[src/logic/rv32i_pipe_pkg.sv]
`default_nettype none

package rv32i_pipe_pkg;

    // datapath and address width
    localparam int xlen = 32;
    // register file index
    localparam int reg_addr_width = 5;

    // instruction field widths carried down the pipe
    localparam int opcode_width = 7;
    localparam int funct3_width = 3;

    // opcode, funct3, rd, alu result, one more data word
    localparam int stage_word_width =
        opcode_width + funct3_width + reg_addr_width + 2 * xlen;

    // ex/mem: {opcode, funct3, rd, alu_out, store_data}
    typedef logic [stage_word_width-1:0] ex_mem_word_t;

    // mem/wb: {opcode, funct3, rd, alu_out, mem_rdata}
    typedef logic [stage_word_width-1:0] mem_wb_word_t;

endpackage

`default_nettype wire

[src/logic/rv32i_isa_pkg.sv]
`default_nettype none

package rv32i_isa_pkg;

    // major opcodes, instr[6:0]
    localparam logic [6:0] op_lui   = 7'b0110111;
    localparam logic [6:0] op_auipc = 7'b0010111;
    localparam logic [6:0] op_jal   = 7'b1101111;
    localparam logic [6:0] op_jalr  = 7'b1100111;
    localparam logic [6:0] op_br    = 7'b1100011;
    localparam logic [6:0] op_load  = 7'b0000011;
    localparam logic [6:0] op_store = 7'b0100011;
    localparam logic [6:0] op_imm   = 7'b0010011;
    localparam logic [6:0] op_reg   = 7'b0110011;

    // load funct3
    localparam logic [2:0] lb  = 3'b000;
    localparam logic [2:0] lh  = 3'b001;
    localparam logic [2:0] lw  = 3'b010;
    localparam logic [2:0] lbu = 3'b100;
    localparam logic [2:0] lhu = 3'b101;

    // store funct3, same encodings as the signed loads
    localparam logic [2:0] sb = 3'b000;
    localparam logic [2:0] sh = 3'b001;
    localparam logic [2:0] sw = 3'b010;

endpackage

`default_nettype wire
[src/logic/mem_wb_path.sv]
`timescale 1ns/10ps
`default_nettype none

module mem_wb_path (
    input  wire logic                                     clk,
    input  wire logic                                     rst,
    input  wire logic                                     stall,
    input  wire logic                                     flush,
    input  wire logic                                     in_valid,
    input  wire logic [6:0]                               in_opcode,
    input  wire logic [2:0]                               in_funct3,
    input  wire logic [rv32i_pipe_pkg::reg_addr_width-1:0] in_rd,
    input  wire logic [rv32i_pipe_pkg::xlen-1:0]          in_alu_out,
    input  wire logic [rv32i_pipe_pkg::xlen-1:0]          in_store_data,
    input  wire logic [rv32i_pipe_pkg::xlen-1:0]          dmem_rdata,
    output logic [rv32i_pipe_pkg::xlen-1:0]               dmem_address,
    output logic [rv32i_pipe_pkg::xlen-1:0]               dmem_wdata,
    output logic                                          dmem_read,
    output logic                                          dmem_write,
    output logic [rv32i_pipe_pkg::xlen/8-1:0]             dmem_byte_enable,
    output logic                                          wb_valid,
    output logic                                          wb_we,
    output logic [rv32i_pipe_pkg::reg_addr_width-1:0]     wb_rd,
    output logic [rv32i_pipe_pkg::xlen-1:0]               wb_data
);

    localparam int data_width = rv32i_pipe_pkg::xlen;

    // ex/mem side
    rv32i_pipe_pkg::ex_mem_word_t ex_mem_d;
    rv32i_pipe_pkg::ex_mem_word_t ex_mem_q;
    logic                         mem_valid;
    logic [6:0]                   mem_opcode;
    logic [2:0]                   mem_funct3;
    logic [4:0]                   mem_rd;
    logic [data_width-1:0]        mem_alu_out;
    logic [data_width-1:0]        mem_store_data;

    // mem/wb side
    rv32i_pipe_pkg::mem_wb_word_t mem_wb_d;
    rv32i_pipe_pkg::mem_wb_word_t mem_wb_q;
    logic                         wb_in_valid;
    logic [6:0]                   wb_opcode;
    logic [2:0]                   wb_funct3;
    logic [4:0]                   wb_in_rd;
    logic [data_width-1:0]        wb_alu_out;
    logic [data_width-1:0]        wb_rdata;

    assign ex_mem_d = {in_opcode, in_funct3, in_rd, in_alu_out, in_store_data};

    pipe_reg #(
        .payload_t (rv32i_pipe_pkg::ex_mem_word_t)
    ) u_ex_mem (
        .clk         (clk),
        .rst         (rst),
        .stall       (stall),
        .flush       (flush),
        .in_valid    (in_valid),
        .in_payload  (ex_mem_d),
        .out_valid   (mem_valid),
        .out_payload (ex_mem_q)
    );

    assign {mem_opcode, mem_funct3, mem_rd, mem_alu_out, mem_store_data} = ex_mem_q;

    mem_stage #(
        .data_width (data_width)
    ) u_mem_stage (
        .valid            (mem_valid),
        .opcode           (mem_opcode),
        .funct3           (mem_funct3),
        .alu_out          (mem_alu_out),
        .store_data       (mem_store_data),
        .dmem_address     (dmem_address),
        .dmem_wdata       (dmem_wdata),
        .dmem_read        (dmem_read),
        .dmem_write       (dmem_write),
        .dmem_byte_enable (dmem_byte_enable)
    );

    // read data from the memory takes the store data slot
    assign mem_wb_d = {mem_opcode, mem_funct3, mem_rd, mem_alu_out, dmem_rdata};

    // flush only ever bubbles ex/mem
    pipe_reg #(
        .payload_t (rv32i_pipe_pkg::mem_wb_word_t)
    ) u_mem_wb (
        .clk         (clk),
        .rst         (rst),
        .stall       (stall),
        .flush       (1'b0),
        .in_valid    (mem_valid),
        .in_payload  (mem_wb_d),
        .out_valid   (wb_in_valid),
        .out_payload (mem_wb_q)
    );

    assign {wb_opcode, wb_funct3, wb_in_rd, wb_alu_out, wb_rdata} = mem_wb_q;

    load_align #(
        .data_width (data_width)
    ) u_load_align (
        .valid     (wb_in_valid),
        .opcode    (wb_opcode),
        .funct3    (wb_funct3),
        .rd        (wb_in_rd),
        .alu_out   (wb_alu_out),
        .mem_rdata (wb_rdata),
        .wb_valid  (wb_valid),
        .wb_we     (wb_we),
        .wb_rd     (wb_rd),
        .wb_data   (wb_data)
    );

endmodule

`default_nettype wire

[src/logic/load_align.sv]
`timescale 1ns/10ps
`default_nettype none

module load_align #(
    parameter int data_width = 32
) (
    input  wire logic                  valid,
    input  wire logic [6:0]            opcode,
    input  wire logic [2:0]            funct3,
    input  wire logic [4:0]            rd,
    input  wire logic [data_width-1:0] alu_out,
    input  wire logic [data_width-1:0] mem_rdata,
    output logic                       wb_valid,
    output logic                       wb_we,
    output logic [4:0]                 wb_rd,
    output logic [data_width-1:0]      wb_data
);

    localparam int nbytes    = data_width / 8;
    localparam int off_width = $clog2(nbytes);

    logic [off_width-1:0]  offset;
    // addressed byte moved down to lane 0
    logic [data_width-1:0] shifted;
    logic                  is_load;
    logic                  misaligned;
    logic [data_width-1:0] load_data;
    logic                  writes_rd;

    assign offset  = alu_out[off_width-1:0];
    assign shifted = mem_rdata >> {offset, 3'b000};
    assign is_load = (opcode == rv32i_isa_pkg::op_load);

    always_comb begin
        case (funct3)
            rv32i_isa_pkg::lh, rv32i_isa_pkg::lhu: misaligned = offset[0];
            rv32i_isa_pkg::lw:                     misaligned = |offset[1:0];
            default:                               misaligned = 1'b0;
        endcase
    end

    always_comb begin
        if (misaligned) begin
            // misaligned load hands back the raw word without a trap
            load_data = mem_rdata;
        end else begin
            case (funct3)
                rv32i_isa_pkg::lb:  load_data = {{(data_width-8){shifted[7]}}, shifted[7:0]};
                rv32i_isa_pkg::lbu: load_data = {{(data_width-8){1'b0}}, shifted[7:0]};
                rv32i_isa_pkg::lh:  load_data = {{(data_width-16){shifted[15]}}, shifted[15:0]};
                rv32i_isa_pkg::lhu: load_data = {{(data_width-16){1'b0}}, shifted[15:0]};
                default:            load_data = shifted;
            endcase
        end
    end

    // opcodes that produce a register result
    always_comb begin
        case (opcode)
            rv32i_isa_pkg::op_load, rv32i_isa_pkg::op_imm, rv32i_isa_pkg::op_reg,
            rv32i_isa_pkg::op_lui, rv32i_isa_pkg::op_auipc,
            rv32i_isa_pkg::op_jal, rv32i_isa_pkg::op_jalr: writes_rd = 1'b1;
            // stores, branches and unknown opcodes leave the register file alone
            default:                                        writes_rd = 1'b0;
        endcase
    end

    assign wb_valid = valid;
    // x0 is hardwired to zero and never written
    assign wb_we    = valid & writes_rd & (rd != 5'd0);
    assign wb_rd    = rd;
    assign wb_data  = is_load ? load_data : alu_out;

endmodule

`default_nettype wire

[src/logic/mem_stage.sv]
`timescale 1ns/10ps
`default_nettype none

module mem_stage #(
    parameter int data_width = 32
) (
    input  wire logic                    valid,
    input  wire logic [6:0]              opcode,
    input  wire logic [2:0]              funct3,
    input  wire logic [data_width-1:0]   alu_out,
    input  wire logic [data_width-1:0]   store_data,
    output logic [data_width-1:0]        dmem_address,
    output logic [data_width-1:0]        dmem_wdata,
    output logic                         dmem_read,
    output logic                         dmem_write,
    output logic [data_width/8-1:0]      dmem_byte_enable
);

    localparam int nbytes    = data_width / 8;
    localparam int off_width = $clog2(nbytes);

    // byte offset inside the bus word
    logic [off_width-1:0] offset;
    logic                 is_load;
    logic                 is_store;
    // access size in bytes or zero for an unknown store funct3
    logic [off_width:0]   size;
    logic                 aligned;
    logic [nbytes-1:0]    lane_mask;

    assign offset   = alu_out[off_width-1:0];
    assign is_load  = (opcode == rv32i_isa_pkg::op_load);
    assign is_store = (opcode == rv32i_isa_pkg::op_store);

    always_comb begin
        case (funct3)
            rv32i_isa_pkg::sb: size = (off_width + 1)'(1);
            rv32i_isa_pkg::sh: size = (off_width + 1)'(2);
            rv32i_isa_pkg::sw: size = (off_width + 1)'(4);
            default:           size = '0;
        endcase
    end

    // natural alignment needs the offset to be a multiple of the size
    assign aligned = (size != '0) &&
                     ((offset & (size[off_width-1:0] - off_width'(1))) == '0);

    // word aligned request with the low offset bits dropped
    assign dmem_address = {alu_out[data_width-1:off_width], {off_width{1'b0}}};

    // move the low bytes of store data up to the addressed lane
    assign dmem_wdata = store_data << {offset, 3'b000};

    // one enable per byte lane covered by the access
    always_comb begin
        lane_mask = '0;
        for (int i = 0; i < nbytes; i++) begin
            if ((i >= int'(offset)) && (i < int'(offset) + int'(size))) begin
                lane_mask[i] = 1'b1;
            end
        end
    end

    // misaligned sh/sw and non-stores write nothing
    assign dmem_write       = valid & is_store & aligned;
    assign dmem_byte_enable = dmem_write ? lane_mask : '0;

    // loads always read the full word and alignment happens at write-back
    assign dmem_read = valid & is_load;

endmodule

`default_nettype wire

[src/logic/pipe_reg.sv]
`timescale 1ns/10ps
`default_nettype none

module pipe_reg #(
    parameter type payload_t = logic
) (
    input  wire logic clk,
    input  wire logic rst,
    input  wire logic stall,
    input  wire logic flush,
    input  wire logic in_valid,
    input  wire payload_t in_payload,
    output logic      out_valid,
    output payload_t  out_payload
);

    // stall wins over flush, a frozen stage keeps its instruction
    always_ff @(posedge clk) begin
        if (rst) begin
            out_valid   <= 1'b0;
            out_payload <= '0;
        end else if (!stall) begin
            // flush turns the incoming slot into a bubble
            out_valid   <= in_valid & ~flush;
            // payload of a bubble is don't care downstream
            out_payload <= in_payload;
        end
    end

endmodule

`default_nettype wire

[config.mk]
export PLATFORM = sky130hd
export DESIGN_NAME = mem_wb_path
export DESIGN_NICKNAME = d
export VERILOG_FILES = /design/src/logic/rv32i_pipe_pkg.sv /design/src/logic/rv32i_isa_pkg.sv /design/src/logic/mem_wb_path.sv /design/src/logic/load_align.sv /design/src/logic/mem_stage.sv /design/src/logic/pipe_reg.sv
export SDC_FILE = /design/constraint.sdc
export NUM_CORES = 1
export LEC_CHECK = 0
export BUFFER_PORTS_ARGS = -buffer_cell sky130_fd_sc_hd__buf_2
export CORE_ASPECT_RATIO = 1.1
export CORE_MARGIN = 2
export CORE_UTILIZATION = 35
export CTS_CLUSTER_DIAMETER = 200
export DETAILED_ROUTE_END_ITERATION = 7
export MAX_ROUTING_LAYER = met4
export SYNTH_ARGS = -nofsm -noshare
export SYNTH_HDL_FRONTEND = slang
export SYNTH_SLANG_ARGS = --single-unit
[constraint.sdc]
create_clock -name clk -period 2.5 [get_ports clk]
set_input_delay 0.125 -clock clk [delete_from_list [all_inputs] [get_ports clk]]
set_output_delay 0.125 -clock clk [all_outputs]
set_load 0.01 [all_outputs]
* Word level (Yosys, flattened, before mapping)
Cells that the tools add are included.
** Operators by class
- Reduce and logical (&&, ||, !) cells :: 12
- Equality and inequality tests :: 15
- Divide/modulo/power cells :: 0
- Shifts and indexed selects :: 2
- Multiplexer cells :: 11
- Add/subtract/negate cells :: 2
- Bitwise gates (word level) :: 8
- Magnitude comparators :: 7
- Multipliers :: 0
** Operators with widths (count)
- $pmux 32 s4 :: 1
- $lt 3x32->1 const A :: 2
- $mux 32 :: 2
- $lt 1x32->1 const A :: 1
- $lt 2x32->1 const A :: 1
- $shl 32x5->32 :: 1
- $shr 32x5->32 :: 1
- $eq 7x6->1 const B :: 3
- $eq 7x2->1 const B :: 2
- $eq 7x5->1 const B :: 2
- $eq 7x7->1 const B :: 2
- $pmux 3 s3 :: 1
- $reduce_or 7->1 :: 1
- $and 1x1->1 :: 6
- $eq 3x1->1 const B :: 2
- $eq 3x2->1 const B :: 2
- $eq 3x3->1 const B :: 2
- $logic_not 3->1 :: 2
- $mux 1 :: 5
- $reduce_bool 5->1 :: 1
- $add 2x3->4 :: 1
- $ge 1x2->1 const A :: 2
- $logic_and 1x1->1 :: 4
- $mux 4 :: 1
- other kinds (8) :: 9
** Word-level totals
- Bits in writable memories :: 0
- Input port bits :: 116
- Bits in read-only memories :: 0
- Register bits after elaboration :: 160
- Memories :: 0
- Output and inout bits :: 109
- Word-level logic and storage cells :: 61
- Bits in latches :: 0

* Logic depth before layout (Yosys ltp)
Gate-level depths: netlist (run 1).
- Word-level depth :: 8
- Depth in mapped cells :: 9
- Depth with buffers taken out :: 9

* By module
A second synthesis (run 1) with hierarchy kept.
** Second synthesis, totals
- Cells, all modules :: 873
- Area total of the unflattened synthesis :: 7980.2 µm²
** Modules (own cells, without submodules)
- pipe_reg :: seq. area each 1601.5 µm², cells each 259, times used 2, area each 2805.2 µm²
- load_align :: seq. area each 0.0 µm², cells each 210, times used 1, area each 1363.8 µm²
- mem_stage :: seq. area each 0.0 µm², cells each 144, times used 1, area each 1002.2 µm²
- mem_wb_path :: seq. area each 0.0 µm², cells each 1, times used 1, area each 3.8 µm²

* Worst setup path before layout (run 1)
Ideal clock, no wire load.
- Path type :: register to output
- From :: reg u_ex_mem.out_payload[69] (netlist bit)
- To :: out dmem_byte_enable[0] (netlist bit)
- Path buffers :: 0
- Data required time :: 2375 ps
- Arrival time :: 2315 ps
- Stages on the path, launching flop included :: 9
- Setup slack :: 60 ps
- Cell sequence :: dfxtp_1 or3_1 inv_1 ha_1 inv_1 fa_1 mux2i_1 nor2b_1 a2111oi_0
** Between the ends
- Word-level cells in the longest chain between the ends :: 8
- Elaborated cells between the ends (all ways) :: 15
- Classes of those cells :: 2 x add/sub; 1 x order compare; 2 x eq/ne; 3 x mux; 2 x bitwise; 5 x reduce/logical
** RTL lines
- start, declared :: RTL line pipe_reg.sv:14 : output payload_t out_payload
- start signal, assigned :: RTL line pipe_reg.sv:26 : out_payload <= in_payload;
- $eq 3x2->1 (tied with other cells) :: RTL line mem_stage.sv:36 : case (funct3)
- $pmux 3 s3 (*) :: RTL line mem_stage.sv:36
- branches (longest 5 deep; another with $lt 1x32->1)
- $mux 4 (*) :: RTL line mem_stage.sv:66 : assign dmem_byte_enable = dmem_write ? lane_mask : '0;
- end, declared :: RTL line mem_wb_path.sv:20 : output logic [rv32i_pipe_pkg::xlen/8-1:0] dmem_byte_enable,
Mark *: on every way between the ends.

* Worst setup path in the final report (run 1)
Same ends and word-level chain as after synthesis.

==> results.json, run 1 <==
{
  "vdd_ir_drop_max_mv": 0.437,
  "ys_types": 53,
  "grt_pass1_vias": 6876,
  "drc": 0,
  "clkTransAtPathRegs_ns": 0.07,
  "worst_pin_slew_ns": 0.804,
  "pin_count": 225,
  "setup_viol": 3,
  "yosys-top-cells-area": "dfxtp_1 (40%), mux2i_1 (24%), nor2_1 (8.9%)",
  "core_um2": 22100,
  "cts_sinks": 160,
  "critPathTopFamily": "simple AND/OR/NAND/NOR gates",
  "grt_max_degree": 69,
  "async_reset_ff_frac": 0,
  "grt_overflow": 0,
  "area_growth_pct": 39.7,
  "crit_path_cell_trace": "or3_4 > inv_4 > ha_4 > inv_2 > fa_2 > mux2i_1 > nor2b_1 > a2111oi_2 > buf_4 > buf_6",
  "die-area_um2": 23800,
  "hpwl_um": 16100,
  "leakagePower_nw": 5.15,
  "root_buffer": "clkbuf_16",
  "cp.required_ns": 2.38,
  "ys_ff_latch": 160,
  "total_power_mw": 6.40,
  "fin_nets": 1287,
  "first_iter_violations": 293,
  "num_rows": 57,
  "maxCapViolCount": 0,
  "wire_per_inst_um": 15.7,
  "slew_headroom": 0.464,
  "finalCritPeriodShare": 1.10,
  "pre_cts_slack_ns": 0.00340,
  "synth_area_leader_cell": "dfxtp_1",
  "crit_type": "reg2out",
  "vias": 7036,
  "outcome": "finished, violations left",
  "viasPerCell": 4.77,
  "multi_input_area_um2": 4180,
  "synth_cells": 878,
  "synth_edf_count": 0,
  "drive_above_1_share": 0.280,
  "synth_flop_cell": "dfxtp_1",
  "arrival_ns": 2.63,
  "setup_slack_ns": -0.256,
  "whs_ns": 0.0607,
  "n_fill_cell": 2099,
  "clock_skew_ns": 0.00911,
  "powerDensity_nw_per_um2": 580,
  "cp_slowest_stage_delay_ns": 0.40,
  "register_area_um2": 3220,
  "rsz0062_at_grt": "yes",
  "grt_pass1_wl_um": 36500,
  "synth_area_um2": 7910,
  "start_util": 0.358,
  "portBuffers": 222,
  "finalMaxSlewViolations": 0,
  "drt-total-wl_um": 23200,
  "violations": "negative setup slack",
  "htree_levels": 4,
  "worst_hold_path_type": "in2reg",
  "ant_nets": 0,
  "yosysWarnings": 0,
  "hold_violations": 0,
  "synth.top_cell.area_share": 0.405,
  "die_width_um": 147,
  "period_needed_ns": 2.76,
  "cts_buffers": 17,
  "clockBufferDepth": 2,
  "max_freq_mhz": 363,
  "ys_seq_area_frac": 0.405,
  "cts_tree": "yes",
  "critPathSlowestCell": "or3_4",
  "worstSetupEndpointType": "primary output",
  "worst-path-buf-inv": 4,
  "insertion_delay_ns": 0.41,
  "die_h_um": 162,
  "antenna_found_initial": 1,
  "gp_congestion": 0.867,
  "crit_fanout": 2,
  "syn_area_per_cell_um2": 9.01,
  "track_usage": 0.196,
  "setup.worst_path.start_class": "flop",
  "drtPass1Iterations": 5
}
-- cell type report --
cell class                      count  share of cell area
Inverter                           16             0.00566
Clock buffer                       17              0.0385
Tap cell                          295              0.0334
Antenna cell                        1            0.000227
Timing Repair Buffer              374               0.239
Sequential cell                   160               0.291
Clock inverter                     14              0.0139
Multi-Input combinational cell    597               0.378
-- cells in the final DEF (no fill, tap or decap), drive strengths merged, types with 3 or more instances in the layout --
cell	n
dfxtp	160
a31oi	10
o2bb2ai	7
nor2	187
nor3	11
mux2i	192
o211ai	3
a211oi	18
inv	22
buf	263
dlygate4sd3	111
a2bb2oi	5
a221o	8
o21ai	26
a21oi	12
o31ai	8
ha	4
nand2	43
nor2b	13
clkbuf	17
o22ai	6
and2	8
clkinv	4
-- timing repair --
| action | 4_1_cts | 5_1_grt |
|---|---|---|
| buffers inserted | 7 | 3 |
| cloned | 0 | 0 |
| hold buffers | 111 | 0 |
| gates resized for setup | 29 | 14 |
| pin swaps | 10 | 8 |
| endpoints found under the hold margin | 111 | 0 |
| endpoints found under the setup margin | 33 | 35 |
-- worst min-delay path: stages --
cell and delay, ns:
buf_2 0.08, nor3b_1 0.05, a21oi_1 0.12, nor2_1 0.05
-- report_power, final --
group          switching, mW  internal (mW)
Clock                   1.11           1.49
Combinational          0.477          0.522
Sequential             0.122           2.68
Total                   1.71           4.69
-- metal layers --
layer  global-route usage  part of all wire
met4               0.0634             0.024
met1                0.240              0.44
met2                0.326              0.48
met3               0.0385             0.051
met5                    -                 0
-- synthesized netlist by cell type, drive strengths merged, types with 8 or more instances --
cell      n
mux2i   192
nor2    187
dfxtp   160
buf      66
nand2    43
clkbuf   40
o21ai    26
a211oi   18
inv      16
nor2b    13
a21oi    12
nor3     11
a31oi    10
a221o     8
and2      8
o31ai     8
-- per-stage QoR --
stage                     instance area [um^2]   util  std cells  TNS [ns]
after floorplan                           7910      -        879         0
after global placement                    9120  0.413       1321         0
after detailed placement                  9120  0.413       1321         0
after CTS                                11000  0.496       1470    -0.770
after global routing                     11000  0.500       1474     -1.14
final                                    11000  0.500       1474    -0.577
-- flip-flops by register name (all words and copies together) (netlist names) --
register,cells
u_ex_mem.out_valid,1
u_mem_wb.out_valid,1
u_mem_wb.out_payload,79
u_ex_mem.out_payload,79
-- cells by family after synthesis --
group / synth area share
flip-flops: 0.405
AND/OR/NAND/NOR: 0.154
AO/OA/AOI/OAI: 0.103
XOR/XNOR: 0.00111
buffers and inverters: 0.0811
multiplexers: 0.247
adder cells (fa/ha/maj): 0.00886
other: 0.000474
-- path summary, 6_finish.rpt --
path,from,cells past startpoint,endpoint,slack [ns]
min reg2reg,u_ex_mem.out_payload[29]$_SDFFE_PP0N_,2,u_ex_mem.out_payload[29]$_SDFFE_PP0N_,0.50
min,flush,4,u_ex_mem.out_valid$_SDFFE_PP0N_,0.06
max reg2reg,u_ex_mem.out_payload[33]$_SDFFE_PP0N_,4,u_ex_mem.out_payload[33]$_SDFFE_PP0N_,1.30
max,u_ex_mem.out_payload[69]$_SDFFE_PP0N_,10,dmem_byte_enable[0],-0.26
No activity file was read; power rests on OpenSTA's default activity.
==> run 2: changes to the inputs <==
Settings changed: HOLD_SLACK_MARGIN set to 0.05.
Clock period 2.5 ns to 3.28 ns, I/O delays scaled along.
==> run 2 against run 1 <==
Against the previous run:
- the flow now finishes without violations
- sequential power shrank 24%
- register-to-register slack gained 0.58 ns
- critical path depth shrank 5
- largest power group unchanged
==> results.json, run 2 (synthesis results as in run 1) <==
{
  "finalMaxSlewViolations": 0,
  "switchingPower_mw": 1.33,
  "ant_nets": 0,
  "top_regs": "u_ex_mem.out_payload x79, u_mem_wb.out_payload x79",
  "drc": 0,
  "leakagePower_nw": 4.99,
  "stdcell_area_um2": 10700,
  "first_iter_violations": 295,
  "antenna_found_initial": 1,
  "max_freq_mhz": 322,
  "wire_per_inst_um": 15.8,
  "min_from": "in_valid",
  "clockBufferDepth": 2,
  "power_frac_clock": 0.415,
  "fin_util": 0.484,
  "whs_endpoint": "u_ex_mem.out_valid$_SDFFE_PP0N_",
  "setup_slack_ns": 0.176,
  "hpwl_um": 15700,
  "crit_type": "reg2out",
  "hold_violations": 0,
  "cts_tree": "yes",
  "period_needed_ns": 3.10,
  "setup_viol": 0,
  "worst_hold_path_type": "in2reg",
  "grt_overflow": 0,
  "cp_slowest_stage_delay_ns": 0.62,
  "die_h_um": 162,
  "crit_fanout": 14,
  "cts_buffers": 17,
  "r2r_cells": 3,
  "combPwrFrac": 0.147,
  "finalCritPeriodShare": 0.946,
  "die_width_um": 147,
  "dpl.cell_count": 1301,
  "layout_common_cells": "buf_2 (220), mux2i_1 (192), nor2_1 (187)",
  "viasPerCell": 4.88,
  "worstSetupEndpointType": "primary output",
  "crit_path_cell_trace": "and4bb_1 > or3_1 > a2111oi_4 > a221o_1 > buf_2",
  "clkTransAtPathRegs_ns": 0.07,
  "intPower_mw": 3.57,
  "slew_headroom": 0.495,
  "pin_count": 225,
  "final.setup.tns_ns": 0,
  "grt_pass1_vias": 6902,
  "portBuffers": 222,
  "grt_max_degree": 98,
  "rrSetupSlack_ns": 1.88,
  "start_util": 0.358,
  "pre_cts_slack_ns": 0.518,
  "setup.worst_path.start_class": "flop",
  "reg2reg_to": "u_mem_wb.out_payload[32]$_SDFFE_PP0N_",
  "htree_levels": 4,
  "grt_pass1_wl_um": 36300,
  "drt-total-wl_um": 23000,
  "maxCapViolCount": 0,
  "area_growth_pct": 35.3,
  "arrival_ns": 2.94,
  "critPathSlowestCell": "a2111oi_4",
  "hold_depth": 4,
  "insertion_delay_ns": 0.42,
  "clock_skew_ns": 0.00881,
  "vias": 7069,
  "cts_sinks": 160,
  "mostFrequentLayoutCell": "buf_2",
  "drive_above_1_share": 0.237,
  "root_buffer": "clkbuf_16",
  "cp.required_ns": 3.12,
  "switching_share": 0.271,
  "worst_pin_slew_ns": 0.755,
  "gp_congestion": 0.846,
  "placed_area_um2": 8940,
  "vdd_ir_drop_max_mv": 0.293,
  "powerDensity_nw_per_um2": 457,
  "finalNonFillerCells": 1449,
  "rr_startpoint": "u_mem_wb.out_payload[32]$_SDFFE_PP0N_",
  "outcome": "completed",
  "fin_nets": 1261,
  "drtPass1Iterations": 4,
  "seqPwrFrac": 0.437,
  "num_rows": 57,
  "track_usage": 0.196,
  "die-area_um2": 23800,
  "core_um2": 22100,
  "rsz0062_at_grt": "no"
}
run 2: changes by cell type in the layout (fill, tap and decap cells not counted), sizes merged:
cell | previous run | this run
buf | 263 | 233
clkbuf | 17 | 18
clkinv | 4 | 5
clkinvlp | 2 | 1
dlygate4sd3 | 111 | 115
run 2: routing by layer:
metal  global-route usage  part of all wire  wire [um]  up-vias
li1                     -                 -          -     3518
met1                0.228              0.43       9840     3299
met2                0.327              0.48      11100      216
met3               0.0466             0.056       1290       36
met4               0.0756             0.033        749        0
met5                    -                 0          0        -
run 2: how the worst max path moves through the flow:
stage | to | slack, ns | startpoint | cells after the start
finish | wb_data[27] | 0.18 | u_mem_wb.out_payload[69]$_SDFFE_PP0N_ | 5
detailed placement | dmem_byte_enable[0] | 0.52 | u_ex_mem.out_payload[69]$_SDFFE_PP0N_ | 9
global placement | dmem_byte_enable[0] | 0.63 | u_ex_mem.out_payload[69]$_SDFFE_PP0N_ | 9
CTS | dmem_byte_enable[0] | 0.05 | u_ex_mem.out_payload[69]$_SDFFE_PP0N_ | 9
floorplan | dmem_byte_enable[0] | 0.80 | u_ex_mem.out_payload[69]$_SDFFE_PP0N_ | 8
global route | wb_data[31] | 0.007 | u_mem_wb.out_payload[69]$_SDFFE_PP0N_ | 5
run 2: power groups by stage:
stage	Combinational [mW]	Clock, mW	Sequential [mW]
after floorplan	0.441	0	2.14
after global placement	0.603	0	2.18
after detailed placement	0.608	0	2.19
after CTS	0.723	2.08	2.14
after global routing	0.796	2.17	2.15
final	0.722	2.03	2.14
run 2: final cells by class:
cell class | instances | area (um^2)
clock buffers | 18 | 429
inverters | 16 | 60.1
clock inverters | 14 | 171
multi-input cells | 597 | 4080
repair buffers | 348 | 2390
fillers | 2155 | 11400
diodes | 1 | 2.50
flip-flops and latches | 160 | 3200
well taps | 295 | 369
run 2: through the flow:
step	power (mW)	hold slack, ns
detailed placement	2.79	0.401
CTS	4.95	0.150
global placement	2.79	0.391
global route	5.12	0.243
finish	4.90	0.177
floorplan	2.58	0.308
run 2: worst max-delay path, delay by kind of cell (launching register included):
kind	cells	cell delay, ns
simple gates	2	0.97
compound gates	2	0.82
buf+inv	1	0.13
flops	1	0.61
run 2: what timing repair did:
item,in CTS,in global routing
resized for setup,0,2
hold endpoints to repair,114,0
hold buffers,115,0
setup buffers,0,0
setup endpoints to repair,0,1
==> run 3: changes to the inputs <==
Settings changed: GPL_TIMING_DRIVEN set to 0, RECOVER_POWER set to 25.
==> run 3 against run 2 <==
Against the previous run:
- routed wire length is 9.3% higher
- design area is 3.4% higher
- setup slack better by 0.062 ns
- sequential cell count stayed put
- register-to-register slack worse by 0.29 ns
- cell count is 6.1% higher
- combinational power is 6.9% higher
- maximum frequency is 2.0% higher
- clock-buffer cell count is 1 higher
- non-clock buffer count is 89 higher
- first-iteration DRC count is 7.5% lower
- largest power group unchanged
- highest routed layer unchanged
==> results.json, run 3 (synthesis results as in run 1) <==
{
  "start_util": 0.358,
  "crit_fanout": 5,
  "rsz0062_at_grt": "no",
  "setup.worst_path.start_class": "flop",
  "layout_common_cells": "buf_2 (208), mux2i_1 (192), nor2_1 (187)",
  "mostFrequentLayoutCell": "buf_2",
  "drt-total-wl_um": 25100,
  "worstSetupEndpointType": "primary output",
  "cp.required_ns": 3.12,
  "grt_max_degree": 17,
  "r2r_cells": 4,
  "cts_tree": "yes",
  "outcome": "completed",
  "fin_util": 0.501,
  "area_growth_pct": 40.0,
  "insertion_delay_ns": 0.43,
  "vias": 7322,
  "die_h_um": 162,
  "die-area_um2": 23800,
  "fin_nets": 1350,
  "arrival_ns": 2.88,
  "hpwl_um": 18300,
  "portBuffers": 220,
  "total_power_mw": 4.94,
  "top_regs": "u_ex_mem.out_payload x79, u_mem_wb.out_payload x79",
  "setup_viol": 0,
  "clkTransAtPathRegs_ns": 0.07,
  "finalMaxSlewViolations": 0,
  "register_area_um2": 3200,
  "worst_hold_path_type": "in2reg",
  "antenna_found_initial": 1,
  "whs_endpoint": "u_ex_mem.out_valid$_SDFFE_PP0N_",
  "min_from": "flush",
  "drtPass1Iterations": 5,
  "n_fill_cell": 2145,
  "multi_input_area_um2": 4080,
  "hold_depth": 4,
  "cts_sinks": 160,
  "track_usage": 0.214,
  "grt.busiest_layer": "met2",
  "drive_above_1_share": 0.233,
  "whs_ns": 0.0744,
  "grt_pass1_vias": 7212,
  "met1_usage": 0.257,
  "gp_congestion": 0.894,
  "grt_pass1_wl_um": 39000,
  "first_iter_violations": 273,
  "use_met3": 0.0379,
  "viasPerCell": 4.76,
  "seqPwrFrac": 0.434,
  "worst_pin_slew_ns": 0.885,
  "reg2reg_to": "u_ex_mem.out_payload[32]$_SDFFE_PP0N_",
  "grt_use_met2": 0.354,
  "ant_nets": 0,
  "combPwrFrac": 0.156,
  "rrSetupSlack_ns": 1.59,
  "clock_skew_ns": 0.00833,
  "period_needed_ns": 3.04,
  "max_freq_mhz": 329,
  "drc": 0,
  "die_width_um": 147,
  "slew_headroom": 0.410,
  "setup_slack_ns": 0.239,
  "intPower_mw": 3.60,
  "switchingPower_mw": 1.34,
  "finalCritPeriodShare": 0.927,
  "cts_buffers": 17,
  "core_um2": 22100,
  "powerDensity_nw_per_um2": 446,
  "htree_levels": 4,
  "num_rows": 57,
  "root_buffer": "clkbuf_16",
  "wire_per_inst_um": 16.3,
  "crit_type": "reg2out",
  "hold_violations": 0,
  "clockBufferDepth": 2,
  "leakagePower_nw": 5.13,
  "pre_cts_slack_ns": 0.430,
  "pin_count": 225,
  "cts_setup_buffers": 0,
  "maxCapViolCount": 0,
  "switching_share": 0.271,
  "vdd_ir_drop_max_mv": 0.335,
  "final.setup.tns_ns": 0,
  "power_frac_clock": 0.410,
  "grt_overflow": 0,
  "rr_startpoint": "u_ex_mem.out_payload[32]$_SDFFE_PP0N_"
}
==> run 3: critical path, cell delays in order, from the launching register on <==
cell and delay (ns):
dfxtp_1 0.35, or3_1 0.43, inv_1 0.08, ha_1 0.16, inv_1 0.06, fa_1 0.38, mux2i_1 0.25, nor2b_1 0.11
a2111oi_2 0.42, buf_2 0.21
==> run 3: how the worst max path moves through the flow <==
stage                                               start                  end  slack (ns)
CTS                 u_ex_mem.out_payload[69]$_SDFFE_PP0N_  dmem_byte_enable[0]        0.05
global placement    u_ex_mem.out_payload[69]$_SDFFE_PP0N_  dmem_byte_enable[0]        0.49
floorplan           u_ex_mem.out_payload[69]$_SDFFE_PP0N_  dmem_byte_enable[0]        0.80
detailed placement  u_ex_mem.out_payload[69]$_SDFFE_PP0N_  dmem_byte_enable[0]        0.43
finish              u_ex_mem.out_payload[69]$_SDFFE_PP0N_  dmem_byte_enable[0]        0.24
global route        u_mem_wb.out_payload[32]$_SDFFE_PP0N_           wb_data[6]        0.03
==> run 3: layout make-up <==
type / count / area share
Multi-Input combinational cell: 597 / 0.368
Clock inverter: 13 / 0.0137
Inverter: 16 / 0.00542
Clock buffer: 19 / 0.0400
Timing Repair Buffer: 331 / 0.197
Antenna cell: 1 / 0.000226
Buffer: 106 / 0.0526
Tap cell: 295 / 0.0333
Sequential cell: 160 / 0.289
==> run 3: through the flow <==
step / instances / area, um^2
finish: 1538 / 11100
global route: 1538 / 11100
CTS: 1537 / 11100
detailed placement: 1394 / 9380
global placement: 1394 / 9380
floorplan: 879 / 7910
==> run 3: what timing repair did <==
action | CTS | global route
pin swaps | 0 | 0
hold buffers | 111 | 0
setup endpoints to repair | 1 | 1
hold endpoints to repair | 111 | 0
resized for setup | 1 | 1
==> run 3: per-layer routing <==
metal | vias to the layer above | part of all wire
met2 | 243 | 0.48
li1 | 3708 | -
met1 | 3321 | 0.43
met3 | 50 | 0.050
met5 | - | 0
met4 | 0 | 0.036
==> run 3: power groups by stage <==
stage	registers, mW	clock network [mW]	logic [mW]
after floorplan	2.14	0	0.441
after global placement	2.18	0	0.664
after detailed placement	2.18	0	0.668
after CTS	2.14	2.07	0.775
after global routing	2.15	2.17	0.846
final	2.14	2.02	0.772
